<file path="config.mk">
export PLATFORM = sky130hd
export DESIGN_NAME = agu
export DESIGN_NICKNAME = d
export VERILOG_FILES = /design/src/source/io_buffer_pkg.sv /design/src/source/agu.sv /design/src/source/agu_config.sv /design/src/source/agu_level.sv
export SDC_FILE = /design/constraint.sdc
export NUM_CORES = 1
export LEC_CHECK = 0
export ABC_CLOCK_PERIOD_IN_PS = 11960
export BUFFER_PORTS_ARGS = -buffer_cell sky130_fd_sc_hd__buf_2
export CELL_PAD_IN_SITES_DETAIL_PLACEMENT = 1
export CELL_PAD_IN_SITES_GLOBAL_PLACEMENT = 1
export CORE_UTILIZATION = 41
export CTS_BUF_LIST = sky130_fd_sc_hd__clkbuf_4 sky130_fd_sc_hd__clkbuf_8 sky130_fd_sc_hd__clkbuf_16
export CTS_CLUSTER_DIAMETER = 120
export DETAILED_ROUTE_END_ITERATION = 12
export PLACE_DENSITY = 0.65
export SYNTH_ARGS = -nofsm -noshare
export SYNTH_HDL_FRONTEND = slang
export SYNTH_SLANG_ARGS = --single-unit
</file>
<file path="constraint.sdc">
create_clock -name clk -period 11.96 [get_ports clk]
set_input_delay 2.392 -clock clk [delete_from_list [all_inputs] [get_ports clk]]
set_output_delay 2.392 -clock clk [all_outputs]
set_load 0.01 [all_outputs]
</file>
<file path="src/source/io_buffer_pkg.sv">
package io_buffer_pkg;

  localparam int INSTR_WIDTH     = 32;
  localparam int OPCODE_WIDTH    = 3;
  localparam int PAYLOAD_WIDTH   = INSTR_WIDTH - OPCODE_WIDTH;
  localparam int FIELD_WIDTH     = 6;
  localparam int NUM_LEVELS      = 4;
  localparam int LEVEL_SEL_WIDTH = 2;
  localparam int PORT_SEL_WIDTH  = 2;
  localparam int IO_ADDR_WIDTH   = 16;
  localparam int SRAM_ADDR_WIDTH = 6;
  localparam int BULK_WIDTH      = 256;

  localparam logic [OPCODE_WIDTH-1:0] OP_REP = 3'd0;
  localparam logic [OPCODE_WIDTH-1:0] OP_DSU = 3'd6;

  // Initial address of one port
  typedef struct packed {
    logic [PORT_SEL_WIDTH-1:0] port;
    logic [IO_ADDR_WIDTH-1:0]  init_addr;
    logic [10:0]               pad;
  } dsu_t;

  // Settings of one loop level of one port
  typedef struct packed {
    logic [PORT_SEL_WIDTH-1:0]  port;
    logic [LEVEL_SEL_WIDTH-1:0] level;
    logic [FIELD_WIDTH-1:0]     iter;
    logic [FIELD_WIDTH-1:0]     step;
    logic [FIELD_WIDTH-1:0]     delay;
    logic [6:0]                 pad;
  } rep_t;

  // Opcode picks the view
  typedef union packed {
    dsu_t dsu;
    rep_t rep;
  } payload_t;

  typedef struct packed {
    logic [OPCODE_WIDTH-1:0] opcode;
    payload_t                payload;
  } instr_t;

  typedef struct packed {
    logic       instr_en;
    instr_t     instr;
    logic [3:0] activate;
  } resource_ctrl_t;

endpackage

</file>
<file path="src/source/agu.sv">
`timescale 1ns/1ps

module agu #(
  parameter int ADDR_WIDTH = 16,
  parameter int AGU_PORT   = 0
) (
  input  logic                          clk,
  input  logic                          rst_n,
  input  io_buffer_pkg::resource_ctrl_t ctrl,
  output logic                          addr_valid,
  output logic [ADDR_WIDTH-1:0]         addr
);

  localparam int NL = io_buffer_pkg::NUM_LEVELS;

  logic                              start;
  logic                              running;
  logic                              freeze;
  logic                              emit;
  logic                              done;
  logic [ADDR_WIDTH-1:0]             init_addr;
  io_buffer_pkg::rep_t [NL-1:0]      level_cfg;
  logic [NL-1:0]                     tick;
  logic [NL-1:0]                     last;
  logic [NL-1:0]                     stall;
  logic [NL-1:0][ADDR_WIDTH-1:0]     offset;
  logic [ADDR_WIDTH-1:0]             addr_sum;

  assign start  = ctrl.activate[AGU_PORT];
  assign freeze = |stall;
  assign emit   = running && !freeze;

  // Carry out of the outermost level ends the walk
  assign done = emit && tick[NL-1] && last[NL-1];

  agu_config #(
    .ADDR_WIDTH(ADDR_WIDTH),
    .AGU_PORT  (AGU_PORT)
  ) u_config (
    .clk      (clk),
    .rst_n    (rst_n),
    .instr_en (ctrl.instr_en),
    .instr    (ctrl.instr),
    .init_addr(init_addr),
    .level_cfg(level_cfg)
  );

  for (genvar l = 0; l < NL; l++) begin : g_level
    if (l == 0) begin : g_first
      assign tick[l] = running;
    end else begin : g_carry
      assign tick[l] = tick[l-1] && last[l-1];
    end

    agu_level #(
      .ADDR_WIDTH(ADDR_WIDTH)
    ) u_level (
      .clk   (clk),
      .rst_n (rst_n),
      .start (start),
      .tick  (tick[l]),
      .freeze(freeze),
      .cfg   (level_cfg[l]),
      .last  (last[l]),
      .stall (stall[l]),
      .offset(offset[l])
    );
  end

  always_comb begin
    addr_sum = init_addr;
    for (int l = 0; l < NL; l++) begin
      addr_sum = addr_sum + offset[l];
    end
  end

  always_ff @(posedge clk or negedge rst_n) begin
    if (!rst_n) begin
      running    <= 1'b0;
      addr_valid <= 1'b0;
      addr       <= '0;
    end else if (start) begin
      // Restart also covers a running walk
      running    <= 1'b1;
      addr_valid <= 1'b0;
    end else begin
      addr_valid <= emit;
      if (emit) begin
        addr <= addr_sum;
      end
      if (done) begin
        running <= 1'b0;
      end
    end
  end

endmodule

</file>
<file path="src/source/agu_config.sv">
`timescale 1ns/1ps

module agu_config #(
  parameter int ADDR_WIDTH = 16,
  parameter int AGU_PORT   = 0
) (
  input  logic                                               clk,
  input  logic                                               rst_n,
  input  logic                                               instr_en,
  input  io_buffer_pkg::instr_t                              instr,
  output logic [ADDR_WIDTH-1:0]                              init_addr,
  output io_buffer_pkg::rep_t [io_buffer_pkg::NUM_LEVELS-1:0] level_cfg
);

  localparam logic [io_buffer_pkg::PORT_SEL_WIDTH-1:0] PORT_ID =
    io_buffer_pkg::PORT_SEL_WIDTH'(AGU_PORT);

  io_buffer_pkg::dsu_t dsu;
  io_buffer_pkg::rep_t rep;
  logic                dsu_hit;
  logic                rep_hit;

  assign dsu = instr.payload.dsu;
  assign rep = instr.payload.rep;

  // Only instructions addressed to this port are taken
  assign dsu_hit = instr_en && (instr.opcode == io_buffer_pkg::OP_DSU) &&
                   (dsu.port == PORT_ID);
  assign rep_hit = instr_en && (instr.opcode == io_buffer_pkg::OP_REP) &&
                   (rep.port == PORT_ID);

  always_ff @(posedge clk or negedge rst_n) begin
    if (!rst_n) begin
      init_addr <= '0;
    end else if (dsu_hit) begin
      init_addr <= ADDR_WIDTH'(dsu.init_addr);
    end
  end

  always_ff @(posedge clk or negedge rst_n) begin
    if (!rst_n) begin
      level_cfg <= '0;
    end else if (rep_hit) begin
      level_cfg[rep.level] <= rep;
    end
  end

endmodule

</file>
<file path="src/source/agu_level.sv">
`timescale 1ns/1ps

module agu_level #(
  parameter int ADDR_WIDTH = 16
) (
  input  logic                  clk,
  input  logic                  rst_n,
  input  logic                  start,
  input  logic                  tick,
  input  logic                  freeze,
  input  io_buffer_pkg::rep_t   cfg,
  output logic                  last,
  output logic                  stall,
  output logic [ADDR_WIDTH-1:0] offset
);

  logic [io_buffer_pkg::FIELD_WIDTH-1:0] idx;
  logic [io_buffer_pkg::FIELD_WIDTH-1:0] delay_cnt;
  logic                                  advance;

  // Level runs iter + 1 times
  assign last  = (idx == cfg.iter);
  assign stall = (delay_cnt != '0);

  // A stall anywhere holds every level
  assign advance = tick && !freeze;

  always_ff @(posedge clk or negedge rst_n) begin
    if (!rst_n) begin
      idx    <= '0;
      offset <= '0;
    end else if (start) begin
      idx    <= '0;
      offset <= '0;
    end else if (advance) begin
      if (last) begin
        idx    <= '0;
        offset <= '0;
      end else begin
        idx    <= idx + 1'b1;
        offset <= offset + ADDR_WIDTH'(cfg.step);
      end
    end
  end

  // Idle gap after a non-wrapping step
  always_ff @(posedge clk or negedge rst_n) begin
    if (!rst_n) begin
      delay_cnt <= '0;
    end else if (start) begin
      delay_cnt <= '0;
    end else if (advance && !last) begin
      delay_cnt <= cfg.delay;
    end else if (stall) begin
      delay_cnt <= delay_cnt - 1'b1;
    end
  end

endmodule

</file>
==> run_summary.xml, run 1 <==
<?xml version="1.0" encoding="UTF-8"?>
<metrics>
  <group name="min_path">
    <metric name="worstHoldEndpoint" unit="">addr[0]$_DFFE_PN0P_</metric>
    <metric name="hold_path_startpoint" unit="">addr[0]$_DFFE_PN0P_</metric>
    <metric name="min_delay_path_depth" unit="">2</metric>
    <metric name="hold_class" unit="">reg -&gt; reg</metric>
  </group>
  <group name="sta">
    <metric name="max_slew_violation_count" unit="">0</metric>
    <metric name="setup-tns-final" unit="ns">0</metric>
    <metric name="tightestPinTransition" unit="ns">1.13</metric>
    <metric name="setup_violations" unit="">0</metric>
    <metric name="timing.final.hold_violations" unit="">0</metric>
    <metric name="timing.clock.skew" unit="ns">0.0136</metric>
    <metric name="post-route-period-util" unit="">0.430</metric>
    <metric name="whs" unit="ns">0.469</metric>
    <metric name="relSlewSlack" unit="">0.246</metric>
    <metric name="rsz0062_at_grt" unit="">false</metric>
    <metric name="max_freq" unit="GHz">0.195</metric>
    <metric name="time_the_worst_path_needs_with_i_o_delays_and_setup" unit="ns">5.14</metric>
  </group>
  <group name="global_route">
    <metric name="grt_antenna_before_repair" unit="">1</metric>
    <metric name="vias_in_the_first_global_route" unit="">9554</metric>
    <metric name="grt_max_degree" unit="">80</metric>
    <metric name="global_route.overflow_total" unit="">0</metric>
    <metric name="first_pass_grt_wire_length" unit="µm">52700</metric>
    <metric name="grtUsageTotal" unit="">0.216</metric>
  </group>
  <group name="route">
    <metric name="drt-vias-per-instance" unit="">5.44</metric>
    <metric name="drt_pass1_iterations" unit="">5</metric>
    <metric name="wire_per_inst" unit="µm">19.0</metric>
    <metric name="drt_first_iter_violations" unit="">480</metric>
    <metric name="vias" unit="">9173</metric>
    <metric name="routed_wirelength" unit="µm">32000</metric>
    <metric name="postRouteAntennaNets" unit="">0</metric>
    <metric name="drc" unit="">0</metric>
  </group>
  <group name="place">
    <metric name="post-dp-hpwl" unit="µm">23500</metric>
    <metric name="finalWeightedCongestion" unit="">0.799</metric>
    <metric name="place.port_buffers" unit="">45</metric>
  </group>
  <group name="synthesis">
    <metric name="dominant_combinational_cell_family_by_area_after_synthesis" unit="">compound AO/OA/AOI/OAI gates</metric>
    <metric name="ys_seq_elements" unit="">218</metric>
    <metric name="synth_area_leaders" unit="">sky130_fd_sc_hd__dfrtp_1, sky130_fd_sc_hd__fa_1, sky130_fd_sc_hd__mux2_2</metric>
    <metric name="synth_edf_count" unit="">0</metric>
    <metric name="xor_and_xnor_area_share_after_synthesis" unit="">0.0513</metric>
    <metric name="syn_avg_cell_area" unit="µm²">10.1</metric>
    <metric name="share_of_async_settable_or_async_resettable_flops_after_synthesis" unit="">1.00</metric>
    <metric name="synth_seq_area_share" unit="">0.437</metric>
    <metric name="synth.largest_area_cell" unit="">sky130_fd_sc_hd__dfrtp_1</metric>
    <metric name="yosys_most_used_dff" unit="">sky130_fd_sc_hd__dfrtp_1</metric>
    <metric name="complex_gate_fraction_of_the_synthesized_area" unit="">0.138</metric>
    <metric name="share_of_cell_area_taken_by_muxes_after_synthesis" unit="">0.0735</metric>
    <metric name="area_share_of_and_or_nand_nor_cells_after_synthesis" unit="">0.128</metric>
    <metric name="synth_area" unit="µm²">12500</metric>
    <metric name="synthDistinctLibCells" unit="">57</metric>
    <metric name="synth_top_cell_area_share" unit="">0.437</metric>
    <metric name="synthCells" unit="">1235</metric>
    <metric name="synth_fa_ha_area_frac" unit="">0.125</metric>
    <metric name="ys_warn_count" unit="">0</metric>
    <metric name="syn-num-nets" unit="">1370</metric>
  </group>
  <group name="critical_path">
    <metric name="crit_path_end_kind" unit="">flip-flop</metric>
    <metric name="worst_r2r_path_depth" unit="">14</metric>
    <metric name="cp.arrival" unit="ns">5.56</metric>
    <metric name="setup.reg_to_reg.worst_slack" unit="ns">7.51</metric>
    <metric name="slowest_delay" unit="ns">1.05</metric>
    <metric name="worst-path-max-fanout" unit="">31</metric>
    <metric name="worstSetupStartpointType" unit="">input pin</metric>
    <metric name="critical_path.slowest_cell" unit="">sky130_fd_sc_hd__nand3b_1</metric>
    <metric name="critical_path_class" unit="">in -&gt; reg</metric>
    <metric name="worst-endpoint-required" unit="ns">12.38</metric>
    <metric name="worstReg2RegEnd" unit="">addr[15]$_DFFE_PN0P_</metric>
    <metric name="crit_path_cell_trace" unit="">buf_2 &gt; inv_1 &gt; nand4_1 &gt; nand3b_1 &gt; a31oi_1 &gt; o21ai_0 &gt; o31ai_1</metric>
    <metric name="reg2reg_start" unit="">g_level[1].u_level.offset[8]$_DFFE_PN0P_</metric>
  </group>
  <group name="clock_tree">
    <metric name="clk_transition_reported_paths" unit="ns">0.06</metric>
    <metric name="clk_root_buffer_cell" unit="">sky130_fd_sc_hd__clkbuf_16</metric>
    <metric name="post-cts-setup-buffer-count" unit="">0</metric>
    <metric name="cts_resized" unit="">0</metric>
    <metric name="tritoncts" unit="">built</metric>
    <metric name="cts.path.max_buffers" unit="">3</metric>
    <metric name="clock_sink_count" unit="">218</metric>
    <metric name="postCtsHoldBufs" unit="">0</metric>
    <metric name="htree_levels" unit="">1</metric>
    <metric name="insertion_delay" unit="ns">0.53</metric>
    <metric name="cts_made_buffers" unit="">27</metric>
  </group>
  <group name="floorplan">
    <metric name="placement_row_count" unit="">63</metric>
    <metric name="die-height" unit="µm">176</metric>
    <metric name="pin_count" unit="">56</metric>
    <metric name="fp.dieW" unit="µm">176</metric>
    <metric name="initial_core_util" unit="">0.419</metric>
    <metric name="die-area" unit="µm²">31100</metric>
    <metric name="core-area" unit="µm²">29800</metric>
  </group>
  <group name="power">
    <metric name="max-vdd-ir-drop" unit="V">0.000101</metric>
    <metric name="power.static_leakage" unit="nW">6.72</metric>
    <metric name="p_total" unit="mW">2.18</metric>
    <metric name="pwr_per_cell_area" unit="nW/µm²">156</metric>
  </group>
  <group name="final_layout">
    <metric name="antenna_cells_inserted" unit="">0</metric>
    <metric name="num-nets-final" unit="">1418</metric>
    <metric name="final_layout_size_suffix_gt1_frac" unit="">0.147</metric>
    <metric name="area_growth_syn_to_layout" unit="%">11.7</metric>
    <metric name="fillCellCount" unit="">3370</metric>
  </group>
  <group name="run_status">
    <metric name="status" unit="">complete, no violations</metric>
  </group>
  <group name="flow_run">
    <metric name="maxCapViolations" unit="">0</metric>
  </group>
</metrics>
-- through the flow --
stage | instances | setup slack [ns] | utilization | area (µm²)
CTS | 1687 | 6.80 | 0.468 | 13900
floorplan | 1235 | 7.53 | - | 12500
global placement | 1644 | 6.33 | 0.441 | 13100
detailed placement | 1644 | 6.26 | 0.441 | 13100
finish | 1687 | 6.82 | 0.468 | 13900
global route | 1687 | 6.55 | 0.468 | 13900
-- cell usage in the layout, fill, tap and decap left out, types with 4 or more instances in the layout --
cell / instances
sky130_fd_sc_hd__a22o_1: 9
sky130_fd_sc_hd__or4b_2: 4
sky130_fd_sc_hd__o21bai_1: 8
sky130_fd_sc_hd__a21o_1: 18
sky130_fd_sc_hd__inv_1: 119
sky130_fd_sc_hd__nor3b_1: 4
sky130_fd_sc_hd__clkinv_2: 5
sky130_fd_sc_hd__mux2_2: 77
sky130_fd_sc_hd__clkbuf_4: 8
sky130_fd_sc_hd__a21oi_1: 43
sky130_fd_sc_hd__nand3_1: 26
sky130_fd_sc_hd__buf_4: 9
sky130_fd_sc_hd__a31oi_1: 34
sky130_fd_sc_hd__nand2_1: 126
sky130_fd_sc_hd__nand2b_1: 14
sky130_fd_sc_hd__fa_1: 48
sky130_fd_sc_hd__dfrtp_1: 218
sky130_fd_sc_hd__o31ai_1: 20
sky130_fd_sc_hd__o21a_1: 9
sky130_fd_sc_hd__a211oi_1: 5
sky130_fd_sc_hd__ha_1: 48
sky130_fd_sc_hd__o21ai_1: 4
sky130_fd_sc_hd__nor3_1: 25
sky130_fd_sc_hd__xor2_1: 37
sky130_fd_sc_hd__and2_1: 4
sky130_fd_sc_hd__buf_2: 44
sky130_fd_sc_hd__nand3b_1: 5
sky130_fd_sc_hd__and3_1: 10
sky130_fd_sc_hd__o21ai_0: 106
sky130_fd_sc_hd__nor4_1: 7
sky130_fd_sc_hd__nor2_1: 68
sky130_fd_sc_hd__mux2i_1: 5
sky130_fd_sc_hd__a41oi_1: 4
sky130_fd_sc_hd__o22ai_1: 7
sky130_fd_sc_hd__xnor2_1: 36
sky130_fd_sc_hd__clkbuf_16: 27
sky130_fd_sc_hd__or3_1: 5
sky130_fd_sc_hd__nand4_1: 11
sky130_fd_sc_hd__a221oi_1: 4
-- worst max-delay path, delay by kind of cell --
kind,cells,cell delay [ns]
simple gates,2,1.95
buf+inv,2,0.61
compound gates,3,0.57
-- Yosys cell counts, types with 10 or more instances --
| cell | number |
|---|---|
| sky130_fd_sc_hd__a21o_1 | 18 |
| sky130_fd_sc_hd__a21oi_1 | 43 |
| sky130_fd_sc_hd__a31oi_1 | 34 |
| sky130_fd_sc_hd__and3_1 | 10 |
| sky130_fd_sc_hd__clkbuf_1 | 26 |
| sky130_fd_sc_hd__dfrtp_1 | 218 |
| sky130_fd_sc_hd__fa_1 | 48 |
| sky130_fd_sc_hd__ha_1 | 48 |
| sky130_fd_sc_hd__inv_1 | 119 |
| sky130_fd_sc_hd__mux2_2 | 77 |
| sky130_fd_sc_hd__nand2_1 | 126 |
| sky130_fd_sc_hd__nand2b_1 | 14 |
| sky130_fd_sc_hd__nand3_1 | 26 |
| sky130_fd_sc_hd__nand4_1 | 11 |
| sky130_fd_sc_hd__nor2_1 | 69 |
| sky130_fd_sc_hd__nor3_1 | 25 |
| sky130_fd_sc_hd__o21ai_0 | 106 |
| sky130_fd_sc_hd__o31ai_1 | 20 |
| sky130_fd_sc_hd__xnor2_1 | 36 |
| sky130_fd_sc_hd__xor2_1 | 37 |
-- worst max-delay path by stage --
stage                         from                                        end  slack, ns
after floorplan           ctrl[33]         u_config.level_cfg[10]$_DFFE_PN0P_       7.53
after global placement     ctrl[0]  g_level[1].u_level.offset[10]$_DFFE_PN0P_       6.33
after detailed placement   ctrl[0]  g_level[1].u_level.offset[11]$_DFFE_PN0P_       6.26
after CTS                  ctrl[0]  g_level[1].u_level.offset[11]$_DFFE_PN0P_       6.80
after global routing       ctrl[0]  g_level[1].u_level.offset[10]$_DFFE_PN0P_       6.55
final                      ctrl[0]  g_level[1].u_level.offset[10]$_DFFE_PN0P_       6.82
-- registers in the layout, summed over array words and instances (netlist names) --
| name | flops |
|---|---|
| g_level.u_level.delay_cnt | 24 |
| u_config.level_cfg | 72 |
| addr | 16 |
| addr_valid | 1 |
| g_level.u_level.offset | 64 |
| running | 1 |
| g_level.u_level.idx | 24 |
| u_config.init_addr | 16 |
-- where the power goes --
part | total [mW] | leakage (nW) | switching, mW | internal (mW)
combinational | 0.542 | 3.38 | 0.318 | 0.224
clock | 0.751 | 0.408 | 0.309 | 0.441
sequential | 0.886 | 2.93 | 0.0591 | 0.827
-- layer usage --
layer / global-route usage / up-vias / wire length, µm
met4: 0.0431 / 0 / 520
met2: 0.340 / 112 / 14500
met1: 0.320 / 4653 / 16000
met3: 0.0250 / 34 / 954
met5: 0 / - / 0
li1: - / 4374 / -
-- logic make-up (layout without fill, tap and decap cells) --
group | count (synthesis) | in the layout
compound gates | 282 | 282
xor+xnor | 73 | 73
fa+ha+maj | 96 | 96
buf+inv | 154 | 216
flops | 218 | 218
mux | 82 | 82
simple gates | 330 | 330
-- final cells by class --
cell class | count | area [µm²] | share of cell area
Sequential cell | 218 | 5460 | 0.392
Clock buffer | 37 | 763 | 0.0548
Multi-Input combinational cell | 863 | 6440 | 0.462
Clock inverter | 6 | 33.8 | 0.00242
Tap cell | 390 | 488 | 0.0350
Inverter | 119 | 447 | 0.0321
Timing Repair Buffer | 54 | 303 | 0.0217
Note: power is estimated with default switching activity, not from simulation.
==> inputs of run 2 (changes only) <==
Settings changed: ABC_AREA set to 1, ABC_CLOCK_PERIOD_IN_PS 11960 to 4860, PLACE_DENSITY 0.65 to 0.67.
Clock period 11.96 ns to 4.86 ns, I/O delays scaled along.
==> run 2 against run 1 <==
Die area up 3.4%. Clock-buffer cell count up 3. Synthesized area up 3.5%. Routed wire length up 9.6%. Sequential share of layout area down 1.6 points. Register-to-register slack worse by 6.5 ns. Clock skew down 0.0044 ns. Synthesized cell count up 24%.
==> run_summary.xml, run 2 <==
<?xml version="1.0" encoding="UTF-8"?>
<metrics>
  <group name="run_status">
    <metric name="status" unit="">complete, no violations</metric>
  </group>
  <group name="power">
    <metric name="max-vdd-ir-drop" unit="V">0.000221</metric>
    <metric name="switching_power" unit="mW">1.70</metric>
    <metric name="p_total" unit="mW">5.43</metric>
    <metric name="power_switching_share" unit="">0.313</metric>
    <metric name="power.static_leakage" unit="nW">7.09</metric>
    <metric name="power.combinational.fraction" unit="">0.226</metric>
    <metric name="clockPowerShare" unit="">0.369</metric>
    <metric name="seqPwrFrac" unit="">0.405</metric>
    <metric name="pwr_per_cell_area" unit="nW/µm²">374</metric>
    <metric name="cellInternalPower" unit="mW">3.73</metric>
  </group>
  <group name="global_route">
    <metric name="grt_antenna_before_repair" unit="">1</metric>
    <metric name="vias_in_the_first_global_route" unit="">11000</metric>
    <metric name="grt_max_degree" unit="">108</metric>
    <metric name="global_route.overflow_total" unit="">0</metric>
    <metric name="grtUsageTotal" unit="">0.228</metric>
    <metric name="first_pass_grt_wire_length" unit="µm">58800</metric>
  </group>
  <group name="critical_path">
    <metric name="slowest_delay" unit="ns">0.58</metric>
    <metric name="critical_path_class" unit="">reg -&gt; reg</metric>
    <metric name="crit_path_end_kind" unit="">flip-flop</metric>
    <metric name="critical_path.most_common_cell" unit="">sky130_fd_sc_hd__inv_1</metric>
    <metric name="worst-path-max-fanout" unit="">7</metric>
    <metric name="timing.critical_path.max_delay_family" unit="">adder cells</metric>
    <metric name="cp.buffers_inverters" unit="">4</metric>
    <metric name="critical_path.slowest_cell" unit="">sky130_fd_sc_hd__fa_1</metric>
    <metric name="worst-endpoint-required" unit="ns">5.31</metric>
    <metric name="worstSetupStartpointType" unit="">flip-flop</metric>
    <metric name="setup.reg_to_reg.worst_slack" unit="ns">1.03</metric>
    <metric name="cp.arrival" unit="ns">4.28</metric>
    <metric name="crit_path_cell_trace" unit="">inv_1 &gt; fa_1 &gt; inv_1 &gt; fa_1 &gt; inv_1 &gt; fa_1 &gt; inv_1 &gt; ha_1 &gt; a21oi_1 &gt; o21ai_0 &gt; nor2_1 &gt; o21ai_0 &gt; nand2_1 &gt; nand3_1 &gt; a31oi_1</metric>
  </group>
  <group name="clock_tree">
    <metric name="cts_resized" unit="">0</metric>
    <metric name="tritoncts" unit="">built</metric>
    <metric name="htree_levels" unit="">1</metric>
    <metric name="clock_sink_count" unit="">218</metric>
    <metric name="clk_root_buffer_cell" unit="">sky130_fd_sc_hd__clkbuf_16</metric>
    <metric name="clk_transition_reported_paths" unit="ns">0.06</metric>
    <metric name="cts_made_buffers" unit="">27</metric>
    <metric name="post-cts-setup-buffer-count" unit="">0</metric>
    <metric name="cts.path.max_buffers" unit="">3</metric>
    <metric name="insertion_delay" unit="ns">0.54</metric>
    <metric name="postCtsHoldBufs" unit="">0</metric>
  </group>
  <group name="synthesis">
    <metric name="syn_avg_cell_area" unit="µm²">8.41</metric>
    <metric name="synth_top_cell_area_share" unit="">0.423</metric>
    <metric name="synth_area" unit="µm²">12900</metric>
    <metric name="ys_seq_elements" unit="">218</metric>
    <metric name="yosys_most_used_dff" unit="">sky130_fd_sc_hd__dfrtp_1</metric>
    <metric name="synthDistinctLibCells" unit="">48</metric>
    <metric name="synth.largest_area_cell" unit="">sky130_fd_sc_hd__dfrtp_1</metric>
    <metric name="synth_seq_area_share" unit="">0.423</metric>
    <metric name="syn-num-nets" unit="">1669</metric>
    <metric name="ys_warn_count" unit="">0</metric>
    <metric name="synth_edf_count" unit="">0</metric>
    <metric name="post_synth_most_frequent_cells" unit="">sky130_fd_sc_hd__nand2_1, sky130_fd_sc_hd__inv_1, sky130_fd_sc_hd__dfrtp_1, sky130_fd_sc_hd__o21ai_0, sky130_fd_sc_hd__nor2_1</metric>
    <metric name="synthCells" unit="">1534</metric>
    <metric name="synth_area_leaders" unit="">sky130_fd_sc_hd__dfrtp_1, sky130_fd_sc_hd__nand2_1, sky130_fd_sc_hd__fa_1</metric>
    <metric name="most_instantiated_library_cell_after_synthesis" unit="">sky130_fd_sc_hd__nand2_1</metric>
    <metric name="share_of_async_settable_or_async_resettable_flops_after_synthesis" unit="">1.00</metric>
  </group>
  <group name="sta">
    <metric name="worst_slack" unit="ns">1.03</metric>
    <metric name="max_slew_violation_count" unit="">0</metric>
    <metric name="setup_violations" unit="">0</metric>
    <metric name="max_freq" unit="GHz">0.261</metric>
    <metric name="tightestPinTransition" unit="ns">0.884</metric>
    <metric name="setup-tns-final" unit="ns">0</metric>
    <metric name="whs" unit="ns">0.474</metric>
    <metric name="post-route-period-util" unit="">0.788</metric>
    <metric name="relSlewSlack" unit="">0.411</metric>
    <metric name="timing.final.hold_violations" unit="">0</metric>
    <metric name="timing.clock.skew" unit="ns">0.00924</metric>
    <metric name="time_the_worst_path_needs_with_i_o_delays_and_setup" unit="ns">3.83</metric>
    <metric name="rsz0062_at_grt" unit="">false</metric>
  </group>
  <group name="floorplan">
    <metric name="initial_core_util" unit="">0.420</metric>
    <metric name="fp.dieW" unit="µm">179</metric>
    <metric name="core-area" unit="µm²">30700</metric>
    <metric name="die-area" unit="µm²">32200</metric>
    <metric name="placement_row_count" unit="">64</metric>
    <metric name="die-height" unit="µm">179</metric>
    <metric name="pin_count" unit="">56</metric>
  </group>
  <group name="final_layout">
    <metric name="final_core_util" unit="">0.472</metric>
    <metric name="num-nets-final" unit="">1728</metric>
    <metric name="final_layout_size_suffix_gt1_frac" unit="">0.0949</metric>
    <metric name="area_growth_syn_to_layout" unit="%">12.5</metric>
    <metric name="register_area" unit="µm²">5460</metric>
    <metric name="final_area" unit="µm²">14500</metric>
    <metric name="final_non_filler_cell_total" unit="">2008</metric>
    <metric name="leading_cell_type_in_the_layout_fill_and_taps_excluded" unit="">sky130_fd_sc_hd__nand2_1</metric>
    <metric name="antenna_cells_inserted" unit="">0</metric>
    <metric name="largest_register" unit="">u_config.level_cfg</metric>
    <metric name="top_regs" unit="">u_config.level_cfg: 72 flops, g_level.u_level.offset: 64 flops</metric>
    <metric name="multi_input_area" unit="µm²">6410</metric>
    <metric name="fillCellCount" unit="">3741</metric>
    <metric name="layout.cells.most_common_list" unit="">sky130_fd_sc_hd__nand2_1, sky130_fd_sc_hd__inv_1, sky130_fd_sc_hd__dfrtp_1</metric>
    <metric name="number_of_flip_flops_under_the_largest_register_name" unit="">72</metric>
  </group>
  <group name="place">
    <metric name="placement.setup.worst_slack" unit="ns">0.992</metric>
    <metric name="placed_cell_area" unit="µm²">13600</metric>
    <metric name="post-dp-hpwl" unit="µm">26800</metric>
    <metric name="place.port_buffers" unit="">45</metric>
    <metric name="dpl.cell_count" unit="">1960</metric>
    <metric name="finalWeightedCongestion" unit="">0.813</metric>
  </group>
  <group name="flow_run">
    <metric name="maxCapViolations" unit="">0</metric>
  </group>
  <group name="route">
    <metric name="vias" unit="">10300</metric>
    <metric name="drt_first_iter_violations" unit="">505</metric>
    <metric name="drc" unit="">0</metric>
    <metric name="drt-vias-per-instance" unit="">5.11</metric>
    <metric name="wire_per_inst" unit="µm">17.5</metric>
    <metric name="postRouteAntennaNets" unit="">0</metric>
    <metric name="routed_wirelength" unit="µm">35000</metric>
    <metric name="drt_pass1_iterations" unit="">6</metric>
  </group>
  <group name="min_path">
    <metric name="hold_class" unit="">reg -&gt; reg</metric>
  </group>
</metrics>
-- run 2: path summary, 6_finish.rpt --
kind	cells after the start	from	end
max reg2reg	15	g_level[1].u_level.offset[6]$_DFFE_PN0P_	addr[11]$_DFFE_PN0P_
min	2	addr[0]$_DFFE_PN0P_	addr[0]$_DFFE_PN0P_
min in group asynchronous	1	rst_n	addr[10]$_DFFE_PN0P_
max	15	g_level[1].u_level.offset[6]$_DFFE_PN0P_	addr[11]$_DFFE_PN0P_
min reg2reg	2	addr[0]$_DFFE_PN0P_	addr[0]$_DFFE_PN0P_
max in group asynchronous	2	rst_n	g_level[0].u_level.offset[3]$_DFFE_PN0P_
-- run 2: layer usage --
layer  up-vias  share of wire  GRT usage
met5         -              0          0
met4         0          0.021     0.0510
met3        44          0.024     0.0235
met2        94           0.45      0.371
met1      5076           0.50      0.329
li1       5048              -          -
-- run 2: power groups by stage --
| stage | registers (mW) | clock network (mW) | logic [mW] |
|---|---|---|---|
| 2_1_floorplan | 2.22 | 0 | 0.833 |
| 3_3_place_gp | 2.22 | 0 | 1.19 |
| 3_5_place_dp | 2.23 | 0 | 1.23 |
| 4_1_cts | 2.20 | 2.07 | 1.24 |
| 5_1_grt | 2.23 | 2.14 | 1.40 |
| 6_report | 2.20 | 2.01 | 1.23 |
-- run 2: kinds of logic after synthesis --
kind of cell,count (synthesis),synth area share
adder cells (fa/ha/maj),96,0.121
AND/OR/NAND/NOR,577,0.192
XOR/XNOR,81,0.0550
buffers and inverters,270,0.0810
flip-flops,218,0.423
AO/OA/AOI/OAI,292,0.128
-- run 2: final cells by class --
type / count / area share
inverter: 240 / 0.0622
clock buffer: 40 / 0.0567
clock inverter: 8 / 0.00448
timing repair buffer: 60 / 0.0248
sequential: 218 / 0.376
multi-input combinational: 1046 / 0.442
tap: 396 / 0.0341
-- run 2: worst register-to-register path: cells and delay by family (launching register included) --
kind	cells	cell delay, ns
adder cells (fa/ha/maj)	4	1.94
AO/OA/AOI/OAI	4	0.65
AND/OR/NAND/NOR	3	0.42
flip-flops	1	0.45
buffers and inverters	4	0.30
